===== config.mk =====
export PLATFORM = sky130hd
export DESIGN_NAME = line_array
export DESIGN_NICKNAME = d
export VERILOG_FILES = /design/src/verilog/cache_pkg.sv /design/src/verilog/line_array.sv
export SDC_FILE = /design/constraint.sdc
export NUM_CORES = 1
export LEC_CHECK = 0
export ABC_AREA = 1
export BUFFER_PORTS_ARGS = -buffer_cell sky130_fd_sc_hd__buf_4
export CAP_MARGIN = 20
export CORE_ASPECT_RATIO = 1.1
export CORE_UTILIZATION = 30
export CTS_CLUSTER_SIZE = 16
export DETAILED_ROUTE_END_ITERATION = 8
export PLACE_DENSITY = 0.42
export SLEW_MARGIN = 30
export SYNTH_ARGS = -nofsm -noshare
export SYNTH_HDL_FRONTEND = slang
export SYNTH_SLANG_ARGS = --single-unit

===== constraint.sdc =====
create_clock -name clk -period 5 [get_ports clk]
set_clock_uncertainty 0.15 [all_clocks]
set_input_delay 1.25 -clock clk [delete_from_list [all_inputs] [get_ports clk]]
set_output_delay 1.25 -clock clk [all_outputs]
set_load 0.02 [all_outputs]

===== src/verilog/cache_pkg.sv =====
`default_nettype none

package cache_pkg;

  // Processor word and address
  localparam int ADDR_W = 32;
  localparam int WORD_W = 32;

  // Geometry of the direct-mapped array
  localparam int LINE_WORDS = 4;
  localparam int NUM_SETS   = 16;

  // Address split into tag | index | word offset | byte offset
  localparam int BYTE_OFF_W = 2;
  localparam int OFFSET_W   = 2;   // log2 of LINE_WORDS
  localparam int INDEX_W    = 4;   // log2 of NUM_SETS
  localparam int TAG_W      = ADDR_W - INDEX_W - OFFSET_W - BYTE_OFF_W;

  typedef logic [WORD_W-1:0]   word_t;
  typedef logic [TAG_W-1:0]    tag_t;
  typedef logic [INDEX_W-1:0]  index_t;
  typedef logic [OFFSET_W-1:0] offset_t;

  // Miss handling walks WRITE_BACK only for a dirty victim
  typedef enum logic [2:0] {
    IDLE,
    COMPARE,
    WRITE_BACK,
    WB_WAIT,
    ALLOCATE,
    ALLOC_WAIT
  } cache_state_t;

endpackage

`default_nettype wire

===== src/verilog/line_array.sv =====
`timescale 1ns/100ps
`default_nettype none

// One entry per set, written on the clock edge and read combinationally
module line_array #(
  parameter type entry_t = cache_pkg::word_t
) (
  input  logic              clk,
  input  cache_pkg::index_t index,
  input  logic              we,
  input  entry_t            wdata,
  output entry_t            rdata
);

  entry_t entries [cache_pkg::NUM_SETS];

  always_ff @(posedge clk) begin
    if (we) begin
      entries[index] <= wdata;
    end
  end

  // Contents are qualified by the controller's valid bits
  assign rdata = entries[index];

endmodule

`default_nettype wire


==> impl_results.md, run 1 <==
- Initial drt markers: around 900
- Max Root-Sink Buffers: 3
- Peak supply drop: 0.249 mV
- Peak Freq: around 220 MHz
- Slew Limit Fails: 0
- Synth area leaders: edfxtp_1 (71%), nand2_1 (24%), inv_1 (1.2%), buf_6 (1.2%), buf_2 (0.95%)
- Core box area: roughly 0.07 mm²
- Largest regs: entries (512)
- Post-CTS setup buffers: 0
- Syn-to-layout area delta: 16.1%
- Final Core Density: 0.354
- Status: finished clean
- Cts hold-fix bufs: 0
- Worst rel slew slack: 0.465
- I/O pins: 70
- Crit path max fanout: 13
- Residual DRC count: 0
- DR pass1 iterations: 4
- Final Hold Fails: 0
- Root buffer cell: clkbuf_16
- Crit path DAT: 3.07 ns
- Synth Register Bits: approximately 500
- CTS tree: built
- Synthesized instance count: 2081
- Syn Nets: 2119
- Biggest register: entries
- Overall power: 9.52 mW
- Die ar.: approximately 0.073 mm²
- Initial Utilization: 0.305
- DIE HEIGHT: 283 µm
- Post-DP HPWL: slightly above 30000 µm
- Total net switching power: 2.20 mW
- Worst-Margin Slew: 0.802 ns
- Critical path class: in2out
- Critical path startpoint category: input port
- RSZ-0062 raised after global routing: no
- Die W: between 200 and 300 µm
- Hold Slack: 0.797 ns
- Fill count: between 7000 and 8000
- P_leak: 10.4 nW
- Global Route Usage Sum: 0.158
- Rows: 102
- Via count: 13707
- Final Setup Violations: 0
- First-pass GRT wire length: about 87000 µm
- Clock sink count: 512
- Final min period: 4.47 ns
- Footprint of the multi-input gates: around 0.0054 mm²
- Syn avg cell area: a little over 10 µm²
- Combinational share of power: 0.071
- H-tree depth: 2
- Synth warnings: 0
- Req. time, crit path: about 3.6 ns
- I/O Buffers: 69
- Pwr dens: 380 mW/mm²
- Cell taking the most area after synthesis: edfxtp_1
- HP Class: in2reg
- Gr ovfl total: 0
- Synthesized area: 0.0216 mm²
- TNS Setup: 0 ns
- Largest register FFs: 512
- Clock share of power: 0.422
- GPL Wtd Cong: ~0.7
- Register area: 0.0154 mm²
- Finished Cell Area: 0.0251 mm²
- Diodes inserted: 0
- CTS resizes: 0
- Hold depth: 1
- Max Cap Viol: 0
- Sequential area share after synthesis: 0.713
- Distinct cells, synth: 12
- Placed Area: 0.0233 mm²
- Number of global-route vias before repair: 13402
- Inserted Clock Buffers: 55
- Final-stage net count: approximately 2200
- Pint: 7.32 mW
- Vias per Instance: about 4.4
- Yosys top cell area share: 0.713
- Register share of total power: 0.507
- Fraction of layout cells with a size suffix above 1: 0.0948
- WL final: 57800 µm
- Largest net degree at the start of global routing: approximately 150
- Period utilization: 0.894
- Switching share of power: 0.231
- Avg WL per Cell: between 15 and 20 µm
- Critical path endpoint category: output pin
- Clock slew at reported path FFs: 0.06 ns
- Initial antenna violation count: 0
- Post-route ant nets: 0
metal layers:
metal	part of all wire	track usage
met3	0.031	0.0203
met4	0.018	0.0365
met5	0	0
met1	0.47	0.220
met2	0.48	0.262
path summary, 6_finish.rpt:
kind / end / startpoint / slack (ns)
setup / recovery: rdata[28] / index[2] / 0.53
hold / removal: entries[8][21] / wdata[21] / 0.80
final cells by class:
| class | count | share of cell area |
|---|---|---|
| Clock buffer | 71 | 0.0582 |
| Clock inverter | 32 | 0.0115 |
| Inverter | 71 | 0.0110 |
| Multi-Input combinational cell | 1400 | 0.215 |
| Sequential cell | 512 | 0.614 |
| Tap cell | 936 | 0.0467 |
| Timing Repair Buffer | 109 | 0.0434 |
Yosys cell counts:
library cell  instances
buf_6                23
buf_2                41
buf_8                 1
nor2_1               18
edfxtp_1            512
inv_1                70
inv_6                 1
nand2_1            1378
buf_1                 6
buf_4                17
clkbuf_1             10
nand3_1               4
critical path, cell delays in order:
cell and delay, ns:
buf_4 0.13, inv_1 0.11, nand2_1 0.27, inv_2 0.39, buf_4 0.36, nand2_1 0.09
nand2_1 0.06, inv_1 0.04, nand2_1 0.17, buf_4 0.18
cell usage in the layout, fill, tap and decap left out:
master | netlist | layout
edfxtp_1 | 512 | 512
clkbuf_16 | 0 | 56
inv_4 | 0 | 1
clkbuf_8 | 0 | 1
buf_4 | 17 | 87
inv_6 | 1 | 1
nand3_1 | 4 | 4
clkinv_8 | 0 | 1
clkinv_2 | 0 | 13
clkinvlp_4 | 0 | 1
bufinv_16 | 0 | 5
clkbuf_1 | 10 | 15
buf_12 | 0 | 21
inv_2 | 0 | 2
inv_1 | 70 | 67
nand2_1 | 1378 | 1378
nor2_4 | 0 | 18
inv_8 | 0 | 1
clkinv_1 | 0 | 11
stage by stage:
stage	std cells	worst slack, ns
after floorplan	2081	1.11
after detailed placement	3028	0.552
after CTS	3131	0.543
after global placement	3028	0.553
after global routing	3131	0.415
final	3131	0.528
cells by family (layout without fill, tap and decap cells):
logic type / Yosys count / in the layout / share of synthesized area
buf+inv: 169 / 283 / 0.0435
flops: 512 / 512 / 0.713
simple gates: 1400 / 1400 / 0.244
power groups by stage:
stage	clock (mW)	combinational [mW]	sequential, mW
after global placement	0	0.695	4.92
final	4.01	0.677	4.83
after floorplan	0	0.397	4.92
after CTS	4.13	0.698	4.83
after global routing	4.29	0.762	4.83
after detailed placement	0	0.696	4.92
Note: power is estimated with default switching activity, not from simulation.
==> run 2, diff against run 1 <==
--- a/config.mk
+++ b/config.mk
@@ -5,14 +5,13 @@
 export SDC_FILE = /design/constraint.sdc
 export NUM_CORES = 1
 export LEC_CHECK = 0
-export ABC_AREA = 1
 export BUFFER_PORTS_ARGS = -buffer_cell sky130_fd_sc_hd__buf_4
 export CAP_MARGIN = 20
 export CORE_ASPECT_RATIO = 1.1
 export CORE_UTILIZATION = 30
 export CTS_CLUSTER_SIZE = 16
 export DETAILED_ROUTE_END_ITERATION = 8
-export PLACE_DENSITY = 0.42
+export PLACE_DENSITY = 0.43
 export SLEW_MARGIN = 30
 export SYNTH_ARGS = -nofsm -noshare
 export SYNTH_HDL_FRONTEND = slang
==> run 2 against run 1 <==
Compared with the run above: core utilization increased by 1.3 points; cell count decreased by 42%; setup slack got worse by 0.052 ns; flip-flop and latch count unchanged; sequential share of layout area increased by 5.4 points; largest power group unchanged; worst hold slack improved by 0.0040 ns; synthesized cell count decreased by 61%; non-clock buffer count increased by 14; routed wire length decreased by 19%.
==> impl_results.md, run 2 <==
- Status: finished clean
- Crit path buffers/inverters: 3 (-3)
- Critical path startpoint category: input port
- Cts hold-fix bufs: 0 (unchanged)
- Hold Path Origin: wdata[25]
- Final min period: 4.52 ns (+0.0517 ns)
- Overall power: 9.38 mW (-1.5%)
- Worst-Margin Slew: 0.684 ns (-0.118 ns)
- Synthesized area: 0.0192 mm² (-11%)
- Syn avg cell area: 23.8 µm² (+130%)
- RSZ-0062 raised after global routing: no
- Clock sink count: 512 (unchanged)
- Largest regs: entries (512)
- DR pass1 iterations: 4 (unchanged)
- TNS Setup: 0 ns (unchanged)
- Cell taking the most area after synthesis: edfxtp_1
- Asr flop ratio synth: 0 (unchanged)
- Avg WL per Cell: 25.8 µm (+40%)
- Peak supply drop: 0.207 mV (-17%)
- Via count: 8705 (-36%)
- Critical path class: in2out
- Final Setup Violations: 0 (unchanged)
- Root buffer cell: clkbuf_16
- Final std cells w/o fill: 1814 (-42%)
- P_leak: 7.28 nW (-30%)
- I/O Buffers: 69 (unchanged)
- Max Root-Sink Buffers: 3 (unchanged)
- HP Class: in2reg
- Hold depth: 1 (unchanged)
- Most numerous cell in the Yosys netlist: edfxtp_1
- DIE HEIGHT: 267 µm (-5.6%)
- Commonest non-fill, non-tap cell in the layout: edfxtp_1
- Post-DP HPWL: 26300 µm (-13%)
- Hold Slack: 0.801 ns (+0.00404 ns)
- Yosys top cell area share: 0.800 (+0.0872)
- Largest net degree at the start of global routing: 48 (-68%)
- Initial Utilization: 0.306 (+0.00141)
- Hold endpoint: entries[10][25]
- Synth Register Bits: 512 (unchanged)
- Max Cap Viol: 0 (unchanged)
- First-pass GRT wire length: 68000 µm (-22%)
- CTS resizes: 0 (unchanged)
- Post-route ant nets: 0 (unchanged)
- Kind of cell adding the most delay to the critical path: buffers and inverters
- Initial antenna violation count: 1 (+1)
- Critical path endpoint category: output pin
- CTS tree: built
- Period utilization: 0.905 (+0.0103)
- Gr ovfl total: 0 (unchanged)
- Diodes inserted: 0 (unchanged)
- Final-stage net count: 979 (-55%)
- Slowest cell on the critical path: mux4_2
- Residual DRC count: 0 (unchanged)
- Req. time, crit path: 3.60 ns (about the same)
- Syn-to-layout area delta: 19.7%
- CP max stage delay: 0.52 ns (+0.13 ns)
- Die W: 243 µm (-5.6%)
- Biggest register: entries
- Rows: 96 (-5.9%)
- Placed Cells: 1719 (-43%)
- Peak Freq: 221 MHz (-1.1%)
- Synth top cells by count: edfxtp_1 (512), mux4_2 (128), a22oi_1 (64), nand2_1 (33), clkbuf_1 (27)
- Worst rel slew slack: 0.543 (+0.0775)
- Clock slew at reported path FFs: 0.06 ns (about the same)
- Top_reg_cell synth: edfxtp_1
- Initial drt markers: 600 (-33%)
- Synthesized instance count: 808 (-61%)
- Inserted Clock Buffers: 53 (-3.6%)
- Global Route Usage Sum: 0.147 (-0.0117)
- Syn Nets: 846 (-60%)
- GPL Wtd Cong: 0.685 (-3.5%)
- Most frequent cells in the layout: edfxtp_1 (512), mux4_2 (128), buf_4 (109)
- Distinct cells, synth: 16 (+4)
- Post-CTS setup buffers: 0 (unchanged)
- Synth warnings: 0 (unchanged)
- Crit path max fanout: 44 (+31)
- Die ar.: 0.0651 mm² (-11%)
- Crit-path cells: buf_8, buf_4, mux4_2, a22oi_1, nand2_1, buf_4
- Core box area: 0.0628 mm² (-11%)
- Fraction of layout cells with a size suffix above 1: 0.352 (+0.257)
- Crit path DAT: 3.12 ns (+0.05 ns)
- Sequential area share after synthesis: 0.800 (+0.0872)
- Synth area leaders: edfxtp_1 (80%), mux4_2 (15%), a22oi_1 (2.5%), nand2_1 (0.64%), clkbuf_1 (0.53%)
- Pwr dens: 408 mW/mm² (+7.3%)
- WL final: 46900 µm (-19%)
- Final Hold Fails: 0 (unchanged)
- Number of global-route vias before repair: 9402 (-30%)
- CP most frequent cell: buf_4
- Largest register FFs: 512 (unchanged)
- H-tree depth: 2 (unchanged)
- I/O pins: 70 (unchanged)
- Slew Limit Fails: 0 (unchanged)
- Vias per Instance: 4.80 (+9.6%)
- Post-synth EDFFs: 512 (unchanged)
-- run 2: cell count changes after synthesis, sizes merged, moves of 2 or more --
cell,previous run,this run
nor3,0,4
inv,71,0
nand3,4,1
nand2b,0,2
a22oi,0,64
mux4,0,128
nand2,1378,33
buf,88,18
clkbuf,10,27
nor2b,0,2
nor2,18,13
nand3b,0,2
-- run 2: power by group --
part           switching, mW  internal [mW]  total, mW
registers             0.0168           4.81       4.83
clock network           1.62           2.39       4.01
logic                  0.317          0.224      0.540
-- run 2: area by class of cell --
| class | count | area (µm²) |
|---|---|---|
| flip-flops and latches | 512 | 15400 |
| repair buffers | 123 | 1080 |
| clock inverters | 28 | 358 |
| clock buffers | 67 | 1400 |
| well taps | 833 | 1040 |
| fillers | 5683 | 39800 |
| multi-input cells | 251 | 3750 |
-- run 2: routing by layer --
layer | vias up | routed length (µm) | GRT usage
met5 | - | 13 | 0
met4 | 2 | 753 | 0.0347
met3 | 63 | 1820 | 0.0270
met2 | 153 | 23100 | 0.245
met1 | 4740 | 21100 | 0.198
li1 | 3747 | - | -
-- run 2: worst max path at each step --
stage,slack (ns),endpoint,from,depth (start not counted)
3_5_place_dp,0.39,rdata[19],index[0],6
5_1_grt,0.33,rdata[19],index[0],6
2_1_floorplan,0.36,entries[0][0],index[1],4
3_3_place_gp,0.38,rdata[19],index[0],6
6_report,0.48,rdata[19],index[0],6
4_1_cts,0.39,rdata[19],index[0],6
-- run 2: cell families (layout without fill, tap and decap cells) --
family | Yosys count | after routing | share of synthesized area
flip-flops | 512 | 512 | 0.800
multiplexers | 128 | 128 | 0.150
AO/OA/AOI/OAI | 64 | 64 | 0.0250
AND/OR/NAND/NOR | 59 | 59 | 0.0131
buffers and inverters | 45 | 218 | 0.0120
-- run 2: stage by stage --
stage                util  setup slack, ns  cell area (µm²)
global placement    0.338            0.377            21300
detailed placement  0.338            0.391            21300
finish              0.366            0.476            23000
floorplan               -            0.358            19200
CTS                 0.366            0.387            23000
global route        0.366            0.330            23000
==> run 3, diff against run 2 <==
--- a/config.mk
+++ b/config.mk
@@ -7,11 +7,15 @@
 export LEC_CHECK = 0
 export BUFFER_PORTS_ARGS = -buffer_cell sky130_fd_sc_hd__buf_4
 export CAP_MARGIN = 20
+export CELL_PAD_IN_SITES_DETAIL_PLACEMENT = 1
+export CELL_PAD_IN_SITES_GLOBAL_PLACEMENT = 1
 export CORE_ASPECT_RATIO = 1.1
 export CORE_UTILIZATION = 30
 export CTS_CLUSTER_SIZE = 16
 export DETAILED_ROUTE_END_ITERATION = 8
-export PLACE_DENSITY = 0.43
+export GPL_TIMING_DRIVEN = 1
+export PLACE_DENSITY = 0.46
+export REMOVE_ABC_BUFFERS = 1
 export SLEW_MARGIN = 30
 export SYNTH_ARGS = -nofsm -noshare
 export SYNTH_HDL_FRONTEND = slang
==> run 3 against run 2 <==
Compared with the run above: flip-flop and latch count stayed put; cell count fell by 0.55%; power down 2.1%; cell area shrank 0.47%; worst hold slack worse by 0.0035 ns; critical path depth did not move; critical endpoint is now rdata[20].
==> impl_results.md, run 3 (synthesized netlist as in run 2, its figures left out) <==
- Core box area: 0.0628 mm² (unchanged)
- CP max stage delay: 0.51 ns (about the same)
- Clock sink count: 512 (unchanged)
- WL final: 47900 µm (+2.3%)
- RSZ-0062 raised after global routing: no
- Crit-path cells: buf_8, buf_12, mux4_2, a22oi_1, nand2_1, buf_4
- Overall power: 9.18 mW (-2.1%)
- Via count: 8793 (+1.0%)
- Commonest non-fill, non-tap cell in the layout: edfxtp_1
- DR pass1 iterations: 4 (unchanged)
- GRT met3 Usage: 0.0241 (-0.00291)
- Gr ovfl total: 0 (unchanged)
- Fill count: 5953 (+4.8%)
- Final Setup Violations: 0 (unchanged)
- Cts hold-fix bufs: 0 (unchanged)
- I/O Buffers: 69 (unchanged)
- Final min period: 4.53 ns (+0.00288 ns)
- Initial Utilization: 0.306 (unchanged)
- Die W: 243 µm (unchanged)
- Max Cap Viol: 0 (unchanged)
- Residual DRC count: 0 (unchanged)
- Post-route ant nets: 0 (unchanged)
- I/O pins: 70 (unchanged)
- WP depth: 6 (unchanged)
- Biggest register: entries
- Kind of cell adding the most delay to the critical path: buffers and inverters
- H-tree depth: 2 (unchanged)
- Pwr dens: 401 mW/mm² (-1.7%)
- Status: finished clean
- Fraction of layout cells with a size suffix above 1: 0.341 (-0.0108)
- Number of global-route vias before repair: 9704 (+3.2%)
- Peak supply drop: 0.250 mV (+21%)
- Die ar.: 0.0651 mm² (unchanged)
- Req. time, crit path: 3.60 ns (about the same)
- Most frequent cells in the layout: edfxtp_1 (512), mux4_2 (128), buf_4 (93)
- Inserted Clock Buffers: 53 (unchanged)
- Critical path startpoint category: input port
- Root buffer cell: clkbuf_16
- Clock slew at reported path FFs: 0.06 ns (about the same)
- Final std cells w/o fill: 1804 (-0.55%)
- Global Route Usage Sum: 0.151 (+0.00427)
- CTS resizes: 0 (unchanged)
- Rows: 96 (unchanged)
- TNS Setup: 0 ns (unchanged)
- CTS tree: built
- HP Class: in2reg
- Initial antenna violation count: 1 (unchanged)
- Diodes inserted: 0 (unchanged)
- Worst-Margin Slew: 0.903 ns (+0.219 ns)
- Gr busiest metal: met2
- P_leak: 7.20 nW (-1.1%)
- Placed Cells: 1709 (-0.58%)
- Met2 usage: 0.250 (+0.00454)
- Slowest cell on the critical path: mux4_2
- Crit path buffers/inverters: 3 (unchanged)
- Syn-to-layout area delta: 19.1%
- Final Hold Fails: 0 (unchanged)
- Crit path DAT: 3.13 ns (about the same)
- Largest register FFs: 512 (unchanged)
- Crit path max fanout: 38 (-14%)
- DIE HEIGHT: 267 µm (unchanged)
- Peak Freq: 221 MHz (about the same)
- Critical path class: in2out
- Final-stage net count: 969 (-1.0%)
- Post-CTS setup buffers: 0 (unchanged)
- Post-DP HPWL: 26000 µm (-1.0%)
- Largest regs: entries (512)
- CP endpoint: rdata[20]
- Met1 GRT Util: 0.206 (+0.00717)
- Vias per Instance: 4.87 (+1.6%)
- Final Core Density: 0.365 (-0.00171)
- Critical path endpoint category: output pin
- Period utilization: 0.905 (about the same)
- Max Root-Sink Buffers: 3 (unchanged)
- Avg WL per Cell: 26.6 µm (+2.8%)
- GPL Wtd Cong: 0.679 (-0.83%)
- Slew Limit Fails: 0 (unchanged)
- Critical Path Source: index[0]
- Initial drt markers: 572 (-4.7%)
- First-pass GRT wire length: 70200 µm (+3.2%)
- Largest net degree at the start of global routing: 50 (+4.2%)
- Worst rel slew slack: 0.398 (-0.145)
run 3: changes by cell type in the layout (fill, tap and decap cells not counted), sizes merged:
cell and delta:
clkbuf -3, clkinv +7, buf -10, bufinv -4
run 3: worst min path at each step:
stage,slack [ns],from,end,cells after the start
2_1_floorplan,1.20,wdata[0],entries[0][0],0
3_5_place_dp,1.41,wdata[18],entries[12][18],1
4_1_cts,0.76,wdata[18],entries[12][18],1
6_report,0.80,wdata[18],entries[12][18],1
5_1_grt,0.79,wdata[18],entries[11][18],1
3_3_place_gp,1.40,wdata[12],entries[4][12],1
run 3: area by class of cell:
cell class                      count  area, µm²  share of cell area
Clock buffer                       64       1410              0.0616
Tap cell                          833       1040              0.0455
Sequential cell                   512      15400               0.671
Clock inverter                     31        240              0.0105
Timing Repair Buffer              113       1080              0.0474
Multi-Input combinational cell    251       3750               0.164
run 3: stage by stage:
stage | area, µm² | setup slack [ns] | hold WS [ns]
after floorplan | 19000 | 0.420 | 1.20
after global placement | 21300 | 0.410 | 1.40
after detailed placement | 21300 | 0.409 | 1.41
after CTS | 22900 | 0.401 | 0.765
after global routing | 22900 | 0.311 | 0.790
final | 22900 | 0.473 | 0.797
run 3: metal layers:
| metal | part of all wire | wire [µm] |
|---|---|---|
| met3 | 0.034 | 1620 |
| met4 | 0.019 | 923 |
| met2 | 0.49 | 23600 |
| met5 | 0.00017 | 8 |
| met1 | 0.45 | 21800 |
run 3: power by group:
group          internal [mW]  switching, mW  total, mW
clock                   2.20           1.61       3.81
combinational          0.224          0.315      0.539
sequential              4.81         0.0179       4.83
total                   7.23           1.95       9.18
