--- config.mk ---
export PLATFORM = sky130hd
export DESIGN_NAME = cache_ctrl
export DESIGN_NICKNAME = d
export VERILOG_FILES = /design/src/verilog/cache_pkg.sv /design/src/verilog/mem_pkg.sv /design/src/verilog/cache_ctrl.sv
export SDC_FILE = /design/constraint.sdc
export NUM_CORES = 1
export LEC_CHECK = 0
export BUFFER_PORTS_ARGS = -buffer_cell sky130_fd_sc_hd__buf_2
export CAP_MARGIN = 20
export CORE_AREA = 5 5 259 261
export CTS_CLUSTER_SIZE = 16
export DETAILED_ROUTE_END_ITERATION = 8
export DIE_AREA = 0 0 264 266
export SYNTH_ARGS = -nofsm -noshare
export SYNTH_HDL_FRONTEND = slang
export SYNTH_SLANG_ARGS = --single-unit
--- constraint.sdc ---
create_clock -name clk -period 3.45 [get_ports clk]
set_input_delay 0.1725 -clock clk [delete_from_list [all_inputs] [get_ports clk]]
set_output_delay 0.1725 -clock clk [all_outputs]
set_load 0.1 [all_outputs]
--- src/verilog/cache_pkg.sv ---
`default_nettype none

package cache_pkg;

  // Processor word and address
  localparam int ADDR_W = 32;
  localparam int WORD_W = 32;

  // Geometry of the direct-mapped array
  localparam int LINE_WORDS = 4;
  localparam int NUM_SETS   = 16;

  // Address split into tag | index | word offset | byte offset
  localparam int BYTE_OFF_W = 2;
  localparam int OFFSET_W   = 2;   // log2 of LINE_WORDS
  localparam int INDEX_W    = 4;   // log2 of NUM_SETS
  localparam int TAG_W      = ADDR_W - INDEX_W - OFFSET_W - BYTE_OFF_W;

  typedef logic [WORD_W-1:0]   word_t;
  typedef logic [TAG_W-1:0]    tag_t;
  typedef logic [INDEX_W-1:0]  index_t;
  typedef logic [OFFSET_W-1:0] offset_t;

  // Miss handling walks WRITE_BACK only for a dirty victim
  typedef enum logic [2:0] {
    IDLE,
    COMPARE,
    WRITE_BACK,
    WB_WAIT,
    ALLOCATE,
    ALLOC_WAIT
  } cache_state_t;

endpackage

`default_nettype wire
--- src/verilog/mem_pkg.sv ---
`default_nettype none

package mem_pkg;

  localparam int LINE_W = cache_pkg::LINE_WORDS * cache_pkg::WORD_W;  // 128 bits

  localparam int MEM_LATENCY = 4;    // Busy cycles per access
  localparam int MEM_LINES   = 64;
  localparam int MEM_ADDR_W  = $clog2(MEM_LINES);
  localparam int LAT_W       = $clog2(MEM_LATENCY + 1);

  typedef logic [LINE_W-1:0]     line_t;
  typedef logic [MEM_ADDR_W-1:0] mem_addr_t;
  typedef logic [LAT_W-1:0]      lat_cnt_t;   // Latency down-counter

endpackage

`default_nettype wire

--- src/verilog/cache_ctrl.sv ---
`timescale 1ns/100ps
`default_nettype none

module cache_ctrl (
  input  logic                          clk,
  input  logic                          reset,

  // Processor side
  input  logic                          is_input_valid,
  input  logic [cache_pkg::ADDR_W-1:0]  addr,
  input  logic                          mem_rw,          // 0 read, 1 write
  input  cache_pkg::word_t              din,
  output logic                          is_ready,
  output logic                          is_output_valid,
  output cache_pkg::word_t              dout,
  output logic                          is_hit,

  // Tag and data arrays
  output cache_pkg::index_t             tag_index,
  output logic                          tag_we,
  output cache_pkg::tag_t               tag_wdata,
  input  cache_pkg::tag_t               tag_rdata,
  output cache_pkg::index_t             data_index,
  output logic                          data_we,
  output mem_pkg::line_t                data_wdata,
  input  mem_pkg::line_t                data_rdata,

  // Backing memory
  output logic                          mem_req,
  output logic                          mem_we,
  output mem_pkg::mem_addr_t            mem_addr,
  output mem_pkg::line_t                mem_wdata,
  input  logic                          mem_ready,
  input  logic                          mem_rvalid,
  input  mem_pkg::line_t                mem_rdata
);

  cache_pkg::cache_state_t state;

  cache_pkg::tag_t    req_tag;
  cache_pkg::index_t  req_index;
  cache_pkg::offset_t req_offset;

  logic [cache_pkg::NUM_SETS-1:0] valid;
  logic [cache_pkg::NUM_SETS-1:0] dirty;
  logic                           missed;   // Request has seen a failed compare
  logic                           hit;

  mem_pkg::line_t merged;
  logic [cache_pkg::TAG_W+cache_pkg::INDEX_W-1:0] line_addr;

  assign req_offset = addr[cache_pkg::BYTE_OFF_W +: cache_pkg::OFFSET_W];
  assign req_index  = addr[cache_pkg::BYTE_OFF_W + cache_pkg::OFFSET_W +: cache_pkg::INDEX_W];
  assign req_tag    = addr[cache_pkg::ADDR_W-1 -: cache_pkg::TAG_W];

  assign tag_index  = req_index;
  assign data_index = req_index;
  assign tag_wdata  = req_tag;    // Only written on refill
  assign mem_wdata  = data_rdata; // Victim line on write-back

  assign hit      = valid[req_index] && (tag_rdata == req_tag);
  assign is_ready = (state == cache_pkg::IDLE);
  assign is_hit   = (state == cache_pkg::COMPARE) && hit && !missed;

  // Aliases modulo MEM_LINES
  assign mem_addr = line_addr[mem_pkg::MEM_ADDR_W-1:0];

  always_comb begin
    dout   = data_rdata[req_offset*cache_pkg::WORD_W +: cache_pkg::WORD_W];
    merged = data_rdata;
    merged[req_offset*cache_pkg::WORD_W +: cache_pkg::WORD_W] = din;  // Store merge
  end

  always_comb begin
    is_output_valid = 1'b0;
    tag_we          = 1'b0;
    data_we         = 1'b0;
    data_wdata      = merged;
    mem_req         = 1'b0;
    mem_we          = 1'b0;
    line_addr       = {req_tag, req_index};
    case (state)
      cache_pkg::COMPARE: begin
        if (hit) begin
          is_output_valid = 1'b1;
          data_we         = mem_rw;
        end
      end
      cache_pkg::WRITE_BACK: begin
        mem_req   = 1'b1;
        mem_we    = 1'b1;
        line_addr = {tag_rdata, req_index};   // Victim's own address
      end
      cache_pkg::ALLOCATE: begin
        mem_req = 1'b1;
      end
      cache_pkg::ALLOC_WAIT: begin
        if (mem_rvalid) begin
          tag_we     = 1'b1;
          data_we    = 1'b1;
          data_wdata = mem_rdata;
        end
      end
      default: begin
      end
    endcase
  end

  always_ff @(posedge clk) begin
    if (reset) begin
      state  <= cache_pkg::IDLE;
      valid  <= '0;
      dirty  <= '0;
      missed <= 1'b0;
    end else begin
      case (state)
        cache_pkg::IDLE: begin
          if (is_input_valid) begin
            state  <= cache_pkg::COMPARE;
            missed <= 1'b0;
          end
        end
        cache_pkg::COMPARE: begin
          if (hit) begin
            if (mem_rw) begin
              dirty[req_index] <= 1'b1;
            end
            state <= cache_pkg::IDLE;
          end else begin
            missed <= 1'b1;
            // Clean or empty sets skip the write-back
            if (valid[req_index] && dirty[req_index]) state <= cache_pkg::WRITE_BACK;
            else state <= cache_pkg::ALLOCATE;
          end
        end
        cache_pkg::WRITE_BACK: begin
          if (mem_ready) state <= cache_pkg::WB_WAIT;
        end
        cache_pkg::WB_WAIT: begin
          if (mem_ready) state <= cache_pkg::ALLOCATE;   // Write has landed
        end
        cache_pkg::ALLOCATE: begin
          if (mem_ready) state <= cache_pkg::ALLOC_WAIT;
        end
        cache_pkg::ALLOC_WAIT: begin
          if (mem_rvalid) begin
            valid[req_index] <= 1'b1;
            dirty[req_index] <= 1'b0;
            state            <= cache_pkg::COMPARE;
          end
        end
        default: state <= cache_pkg::IDLE;
      endcase
    end
  end

endmodule

`default_nettype wire

==> flow_metrics.tcl, run 1 <==
set metrics [dict create \
    status "complete, no violations" \
    fin_tns_setup_ns 0 \
    antenna_found_initial 20 \
    cp_top_family "buffers and inverters" \
    drc 0 \
    ys_seq_elements 36 \
    vdd_drop_max_uv 182 \
    syn_inst 1037 \
    cts_sinks 36 \
    cp-end-kind "primary output" \
    worstPathBufferInverterCount 3 \
    worstPathMaxFanout 25 \
    cts_buffers 5 \
    power.density_nw_per_um2 367 \
    die_h_um 266 \
    gp_congestion 0.979 \
    drt_wl_total_um 56800 \
    hold_viol_final 0 \
    cts.clk_slew.worst_paths_ns 0.05 \
    post_drt_wl_per_cell_um 24.0 \
    vias 9498 \
    ys_top_cells_by_area "a21oi_1 21%, buf_4 18%, nor2b_1 12%" \
    max_freq_mhz 372 \
    synthSimpleGateAreaFrac_pct 25.1 \
    dp.cells 2356 \
    die_x_um 264 \
    synthAdderAreaFrac_pct 0.900 \
    use_met3_pct 4.64 \
    area_growth_pct 83.2 \
    via_per_inst 4.01 \
    ctsHoldBuffers 0 \
    final_cells 2370 \
    synth_nets 1392 \
    cts_setup_buffers 0 \
    fin_crit_ns 2.69 \
    grt_usage_pct 15.0 \
    synth_flop_cell "dfxtp_1" \
    use_met2_pct 25.7 \
    holdWs_ns 0.240 \
    cp-start-kind "flip-flop" \
    r2r-start "state[0]" \
    htreeDepth 2 \
    boundaryPins 683 \
    cellLeakagePower_nw 5.60 \
    syn_area_per_cell_um2 6.70 \
    timing.critical_path.cells "nand4b_1 > buf_4 > buf_4 > nor2_1 > a21oi_1 > buf_12" \
    initial_utilization_pct 10.8 \
    arrival_ns 2.52 \
    cap_violations 0 \
    yosys_warnings 0 \
    worst_pin_slew_ns 0.875 \
    core_area_um2 64200 \
    synthArstFlopShare_pct 0 \
    min_from "is_input_valid" \
    grt_pass1_vias 9481 \
    startpoint "state[1]" \
    relSlewSlack_pct 41.6 \
    worstSkewPairLatency_ns 0.28 \
    cts_root_buf "clkbuf_16" \
    drive_gt1_share_pct 58.6 \
    slowest_delay_ns 0.53 \
    synth_mux_area_share_pct 13.7 \
    drtAntennaViolNets 0 \
    synth_top_area_cell "a21oi_1" \
    grt_use_met1_pct 18.3 \
    busiest_layer "met2" \
    finalPower_mw 4.68 \
    cp_slowest_cell "dfxtp_1" \
    netlist_area_um2 6950 \
    crit_top_cell "buf_4" \
    rows 93 \
    final_nets 1863 \
    cts_resized 0 \
    clock_path_buffers 2 \
    seq_area_frac_synth_pct 10.4 \
    finish.utilization_pct 19.8 \
    dp_hpwl_um 48400 \
    overflow 0 \
    synth_compound_area_share_pct 23.9 \
    io_buffers 680 \
    period_share_pct 78.0 \
    synth_cell_types 39 \
    slew_violations 0 \
    netlist.area_leader.share_pct 20.6 \
    grt_max_degree 86 \
    hold_class "in2reg" \
    first_pass_iters 5 \
    critPathKind "reg2out" \
    synth-xor-area-share_pct 3.15 \
    synth_top_family_by_area "simple AND/OR/NAND/NOR gates" \
    detail_route.iter0.violations 644 \
    synth_edf_count 0 \
    skew_ns 0.00404 \
    rsz0062_at_grt "false" \
    cts_tree "built" \
    required_ns 3.28 \
    grt_pass1_wl_um 75400 \
    setup_viol 0 \
    dieArea_um2 70200 \
]
-- worst register-to-register path: stages, from the launching register on --
cell      delay, ns
dfxtp_1        0.52
nand4b_1       0.35
nor3_1         0.76
a31oi_1        0.20
nand4_1        0.13
o21ai_0        0.08
-- synthesized netlist by cell type (2+ instances only) --
master and count:
xnor2_1 25, clkbuf_1 65, mux4_2 34, nor2b_1 134
a22oi_1 4, buf_4 164, mux4_1 6, buf_1 6
ha_1 5, a31oi_1 8, dfxtp_1 36, o21ai_0 18
nor2_1 154, a21oi_1 286, inv_1 6, nand2_1 26
nor3_1 6, nand3_1 13, nand4_1 12, mux2_2 2
buf_2 9
-- layer usage --
metal | wire, um | up-vias
met5 | 38 | -
met4 | 1770 | 6
met3 | 5520 | 75
met2 | 27100 | 623
met1 | 22400 | 4436
li1 | - | 4358
-- cell usage in the layout (no fill, tap or decap), types with 2 or more instances in the layout --
cell,count
buf_4,27
diode_2,6
nand2_1,26
nor3_2,2
inv_1,6
a21oi_2,123
nand3_1,13
mux2_2,2
ha_2,4
mux4_2,34
nor2b_1,134
dfxtp_1,36
nand4_1,12
o21ai_0,18
xnor2_1,25
nor2_1,154
a22oi_1,4
a31oi_1,8
clkbuf_16,5
nor3_1,4
buf_2,551
buf_12,132
a21oi_1,164
mux4_1,6
-- per-stage QoR --
stage                     instance area (um2)  worst slack, ns
after global placement                  12600            0.840
after detailed placement                12600            0.832
final                                   12700            0.760
after floorplan                          7410            0.124
after global routing                    12700            0.678
after CTS                               12700            0.774
-- where the power goes --
| part | internal, mW | switching (mW) | total, mW |
|---|---|---|---|
| sequential | 0.420 | 0.00640 | 0.426 |
| combinational | 0.976 | 2.77 | 3.74 |
| clock | 0.340 | 0.170 | 0.510 |
-- cells by family after synthesis --
| family | after synthesis |
|---|---|
| AND/OR/NAND/NOR | 353 |
| AO/OA/AOI/OAI | 323 |
| buffers and inverters | 252 |
| multiplexers | 43 |
| flip-flops | 36 |
| XOR/XNOR | 25 |
| adder cells (fa/ha/maj) | 5 |
-- path summary, 6_finish.rpt --
kind,end,slack [ns],cells after the start
worst max register to register,flip-flop,1.30,5
worst min register to register,flip-flop,0.45,2
worst max-delay path,data_wdata[33],0.76,6
worst min-delay path,missed,0.24,4
-- layout make-up --
type	count	area [um2]
Clock inverter	2	35.0
Antenna cell	6	15.0
Tap cell	855	1070
Inverter	6	22.5
Sequential cell	36	721
Fill cell	7248	51500
Timing Repair Buffer	710	5600
Multi-Input combinational cell	749	5140
Clock buffer	6	129
(Power assumes the default switching activity.)
==> run 2: changes to the inputs <==
Settings changed: CORE_AREA 5 5 259 261 to 5 5 265 267, DIE_AREA 0 0 264 266 to 0 0 270 272.
Clock period 3.45 ns to 2.2 ns, I/O delays scaled along.
==> run 2 against run 1 <==
Cell count is 3.0% higher. Global-route usage is 2.4 points lower. Critical path type unchanged. First-iteration DRC count is 17% lower. Sequential cell count stayed put. Register-to-register slack worse by 0.87 ns. Via count is 1.3% higher.
==> flow_metrics.tcl, run 2 (synthesis results as in run 1) <==
set metrics [dict create \
    crit_top_cell "buf_12" \
    drc 0 \
    drtAntennaViolNets 0 \
    grt_usage_pct 12.7 \
    io_buffers 680 \
    hold_viol_final 0 \
    grt_max_degree 42 \
    rsz0062_at_grt "false" \
    hold_class "in2reg" \
    dieArea_um2 73400 \
    cap_violations 0 \
    vdd_drop_max_uv 419 \
    via_per_inst 3.94 \
    worstPathMaxFanout 27 \
    cts_sinks 36 \
    setup_viol 0 \
    period_share_pct 96.7 \
    dp_hpwl_um 42900 \
    boundaryPins 683 \
    cts_buffers 5 \
    gp_congestion 0.911 \
    core_area_um2 67900 \
    drive_gt1_share_pct 60.7 \
    vias 9617 \
    first_pass_iters 4 \
    slowest_delay_ns 0.40 \
    status "complete, no violations" \
    die_x_um 270 \
    timing.critical_path.cells "nand4b_1 > buf_12 > buf_4 > nor2_1 > a21oi_4 > buf_12" \
    drt_wl_total_um 50200 \
    grt_pass1_wl_um 69100 \
    final_cell_mix "515 x buf_2, 179 x buf_12, 157 x a21oi_1" \
    setup_slack_ns 0.0729 \
    critPathKind "reg2out" \
    initial_utilization_pct 10.2 \
    place_area_um2 14600 \
    cp_slowest_cell "buf_4" \
    postLayoutCellArea_um2 14800 \
    fin_crit_ns 2.13 \
    worstSkewPairLatency_ns 0.28 \
    cellLeakagePower_nw 6.22 \
    grt_pass1_vias 9593 \
    cts_tree "built" \
    cp-end-kind "primary output" \
    required_ns 2.09 \
    clock_path_buffers 2 \
    slew_violations 0 \
    pre_cts_slack_ns -0.00631 \
    finalPower_mw 7.71 \
    num-fill-cells 7491 \
    fin_tns_setup_ns 0 \
    overflow 0 \
    skew_ns 0.00670 \
    finish.utilization_pct 21.9 \
    cts_root_buf "clkbuf_16" \
    post_drt_wl_per_cell_um 20.6 \
    ctsHoldBuffers 0 \
    power.density_nw_per_um2 520 \
    cts.clk_slew.worst_paths_ns 0.06 \
    final_nets 1905 \
    hold_depth 4 \
    arrival_ns 2.02 \
    rows 96 \
    cp-start-kind "flip-flop" \
    ff2ff_path_depth 6 \
    relSlewSlack_pct 44.5 \
    worst_pin_slew_ns 0.832 \
    area_growth_pct 113 \
    antenna_found_initial 7 \
    path_depth 6 \
    detail_route.iter0.violations 534 \
    worstPathBufferInverterCount 3 \
    htreeDepth 2 \
    cp_top_family "buffers and inverters" \
    max_freq_mhz 470 \
    die_h_um 272 \
    mostFrequentLayoutCell "buf_2" \
]
run 2: timing repair:
action	4_1_cts	5_1_grt
setup endpoints to repair	4	22
resized for setup	0	7
pin swaps	0	1
setup buffers	1	4
hold endpoints to repair	0	0
run 2: path summary, 6_finish.rpt:
check / startpoint / endpoint / slack, ns
max: state[1] / data_wdata[120] / 0.07
min: is_input_valid / missed / 0.15
max reg2reg: state[1] / flip-flop / 0.43
min reg2reg: flip-flop / flip-flop / 0.45
run 2: routing by layer:
layer / up-vias / part of all wire, % / track usage [%]
met5: - / 0.022 / 0
met4: 2 / 3.4 / 3.93
met3: 74 / 7.7 / 2.90
met2: 507 / 47 / 21.0
met1: 4575 / 42 / 16.3
li1: 4459 / - / -
run 2: cell type report:
type | count | area (um2) | share of cell area, %
well taps | 882 | 1100 | 7.44
clock inverters | 1 | 7.51 | 0.0506
multi-input cells | 749 | 6190 | 41.7
clock buffers | 7 | 143 | 0.962
repair buffers | 752 | 6620 | 44.6
flip-flops and latches | 36 | 721 | 4.86
diodes | 9 | 22.5 | 0.152
inverters | 6 | 26.3 | 0.177
run 2: worst min-delay path: stages:
cell and delay (ns):
buf_2 0.10, nand2_1 0.05, nand2_1 0.06, a21oi_1 0.06
run 2: report_power, final:
group          switching [mW]  internal [mW]
combinational            4.43           1.90
sequential            0.00373          0.658
clock                   0.268          0.451
run 2: stage by stage:
step,instances,hold slack [ns]
detailed placement,2420,0.438
global route,2434,0.186
floorplan,1037,0.295
global placement,2420,0.429
finish,2442,0.145
CTS,2429,0.143
==> run 3: changes to the inputs <==
Settings changed: SETUP_SLACK_MARGIN set to 0.3.
==> run 3 against run 2 <==
Core utilization grew 3.8 points. Sequential cell count unchanged. Sequential share of layout area is 0.72 points lower. Largest cell class is now multi-input gates. Register-to-register slack hardly changed. Cell count is 1.5% higher. Critical path depth increased by 1. Critical path type unchanged. Clock-buffer cell count fell by 1.
==> flow_metrics.tcl, run 3 (synthesis results as in run 1) <==
set metrics [dict create \
    clock_path_buffers 2 \
    cp-start-kind "flip-flop" \
    whs_endpoint "missed" \
    mostFrequentLayoutCell "buf_2" \
    cellLeakagePower_nw 6.98 \
    skew_ns 0.00546 \
    dr_wl_met2_um 28900 \
    grt_max_degree 37 \
    rows 96 \
    gp_congestion 0.898 \
    m1WireLength_um 22700 \
    cts_tree "built" \
    antenna_found_initial 13 \
    holdWs_ns 0.183 \
    cts_root_buf "clkbuf_16" \
    power.density_nw_per_um2 470 \
    status "complete, no violations" \
    hold_depth 4 \
    hold_viol_final 0 \
    grt_pass1_wl_um 76300 \
    relSlewSlack_pct 54.0 \
    critPathKind "reg2out" \
    dp_hpwl_um 47300 \
    cts.clk_slew.worst_paths_ns 0.06 \
    slowest_delay_ns 0.49 \
    max_freq_mhz 517 \
    cap_violations 0 \
    reg2reg_slack_ns 0.43 \
    die_h_um 272 \
    detail_route.iter0.violations 528 \
    overflow 0 \
    core_area_um2 67900 \
    drt_wl_total_um 57900 \
    ff2ff_path_depth 7 \
    min_from "is_input_valid" \
    r2r-start "valid[11]" \
    period_share_pct 88.0 \
    grt_pass1_vias 10090 \
    first_pass_iters 5 \
    cp-end-kind "primary output" \
    finalPower_mw 8.19 \
    fin_tns_setup_ns 0 \
    arrival_ns 1.83 \
    topRoutingLayerUsed "met5" \
    drive_gt1_share_pct 73.7 \
    fin_crit_ns 1.94 \
    via_per_inst 3.98 \
    final_cell_mix "512 x buf_2, 248 x a21oi_4, 187 x buf_12" \
    dr_wl_met3_um 4100 \
    slew_violations 0 \
    finish.utilization_pct 25.7 \
    cp_top_family "multiplexers" \
    initial_utilization_pct 10.2 \
    cts_buffers 5 \
    dieArea_um2 73400 \
    vias 9876 \
    io_buffers 680 \
    setup_viol 0 \
    pre_cts_slack_ns 0.146 \
    worstPathMaxFanout 3 \
    post_drt_wl_per_cell_um 23.3 \
    cp_slowest_cell "mux4_2" \
    area_growth_pct 151 \
    worstPathBufferInverterCount 2 \
    ctsHoldBuffers 0 \
    worstSkewPairLatency_ns 0.28 \
    crit_top_cell "buf_12" \
    boundaryPins 683 \
    rsz0062_at_grt "true" \
    htreeDepth 2 \
    cts_sinks 36 \
    die_x_um 270 \
    drtAntennaViolNets 0 \
    vdd_drop_max_uv 347 \
    grt_usage_pct 14.3 \
    worst_pin_slew_ns 0.689 \
    timing.critical_path.cells "mux4_2 > a22oi_2 > nand2_2 > nand4_1 > buf_12 > nand2_4 > buf_12" \
    hold_class "in2reg" \
    required_ns 2.09 \
    final_nets 1948 \
    setup_slack_ns 0.264 \
    num-fill-cells 7143 \
    drc 0 \
]
-- run 3: per-stage QoR --
step	instances	instance area, um2
6_report	2479	17400
5_1_grt	2478	17400
4_1_cts	2457	16800
3_5_place_dp	2425	16200
3_3_place_gp	2425	16200
2_1_floorplan	1037	10200
-- run 3: timing repair --
| action | in CTS | in global routing |
|---|---|---|
| setup buffers | 18 | 8 |
| endpoints found under the setup margin | 128 | 149 |
| resized for setup | 53 | 77 |
| pin swaps | 8 | 14 |
| gates cloned | 6 | 11 |
-- run 3: where the power goes --
group,switching (mW),internal [mW]
logic,4.67,2.06
registers,0.00391,0.658
clock network,0.269,0.533
total,4.94,3.25
-- run 3: layout make-up --
class	instances	area [um2]	share of cell area, %
clock buffer	6	129	0.740
tap	882	1100	6.33
inverter	6	41.3	0.237
antenna	3	7.51	0.0431
clock inverter	2	35.0	0.201
multi-input combinational	749	7790	44.7
sequential	36	722	4.14
timing repair buffer	795	7590	43.6
-- run 3: worst max path at each step --
stage                   start  cells after the start              end  slack, ns
floorplan             addr[3]                      8  data_wdata[107]      -0.01
global placement      addr[2]                      9   data_wdata[22]       0.14
detailed placement    addr[2]                      9   data_wdata[26]       0.15
CTS                 valid[11]                      7          data_we       0.23
global route         state[1]                      7   data_wdata[10]       0.21
finish              valid[11]                      7          data_we       0.26
-- run 3: metal layers --
layer  up-vias  GRT usage, %
met4         6          3.98
li1       4536             -
met1      4678          16.9
met5         -             0
met2       557          25.7
met3        99          3.43
-- run 3: worst min-delay path: stages --
cell,delay (ns)
buf_2,0.10
nand2_1,0.08
nand2_1,0.07
a21oi_1,0.05
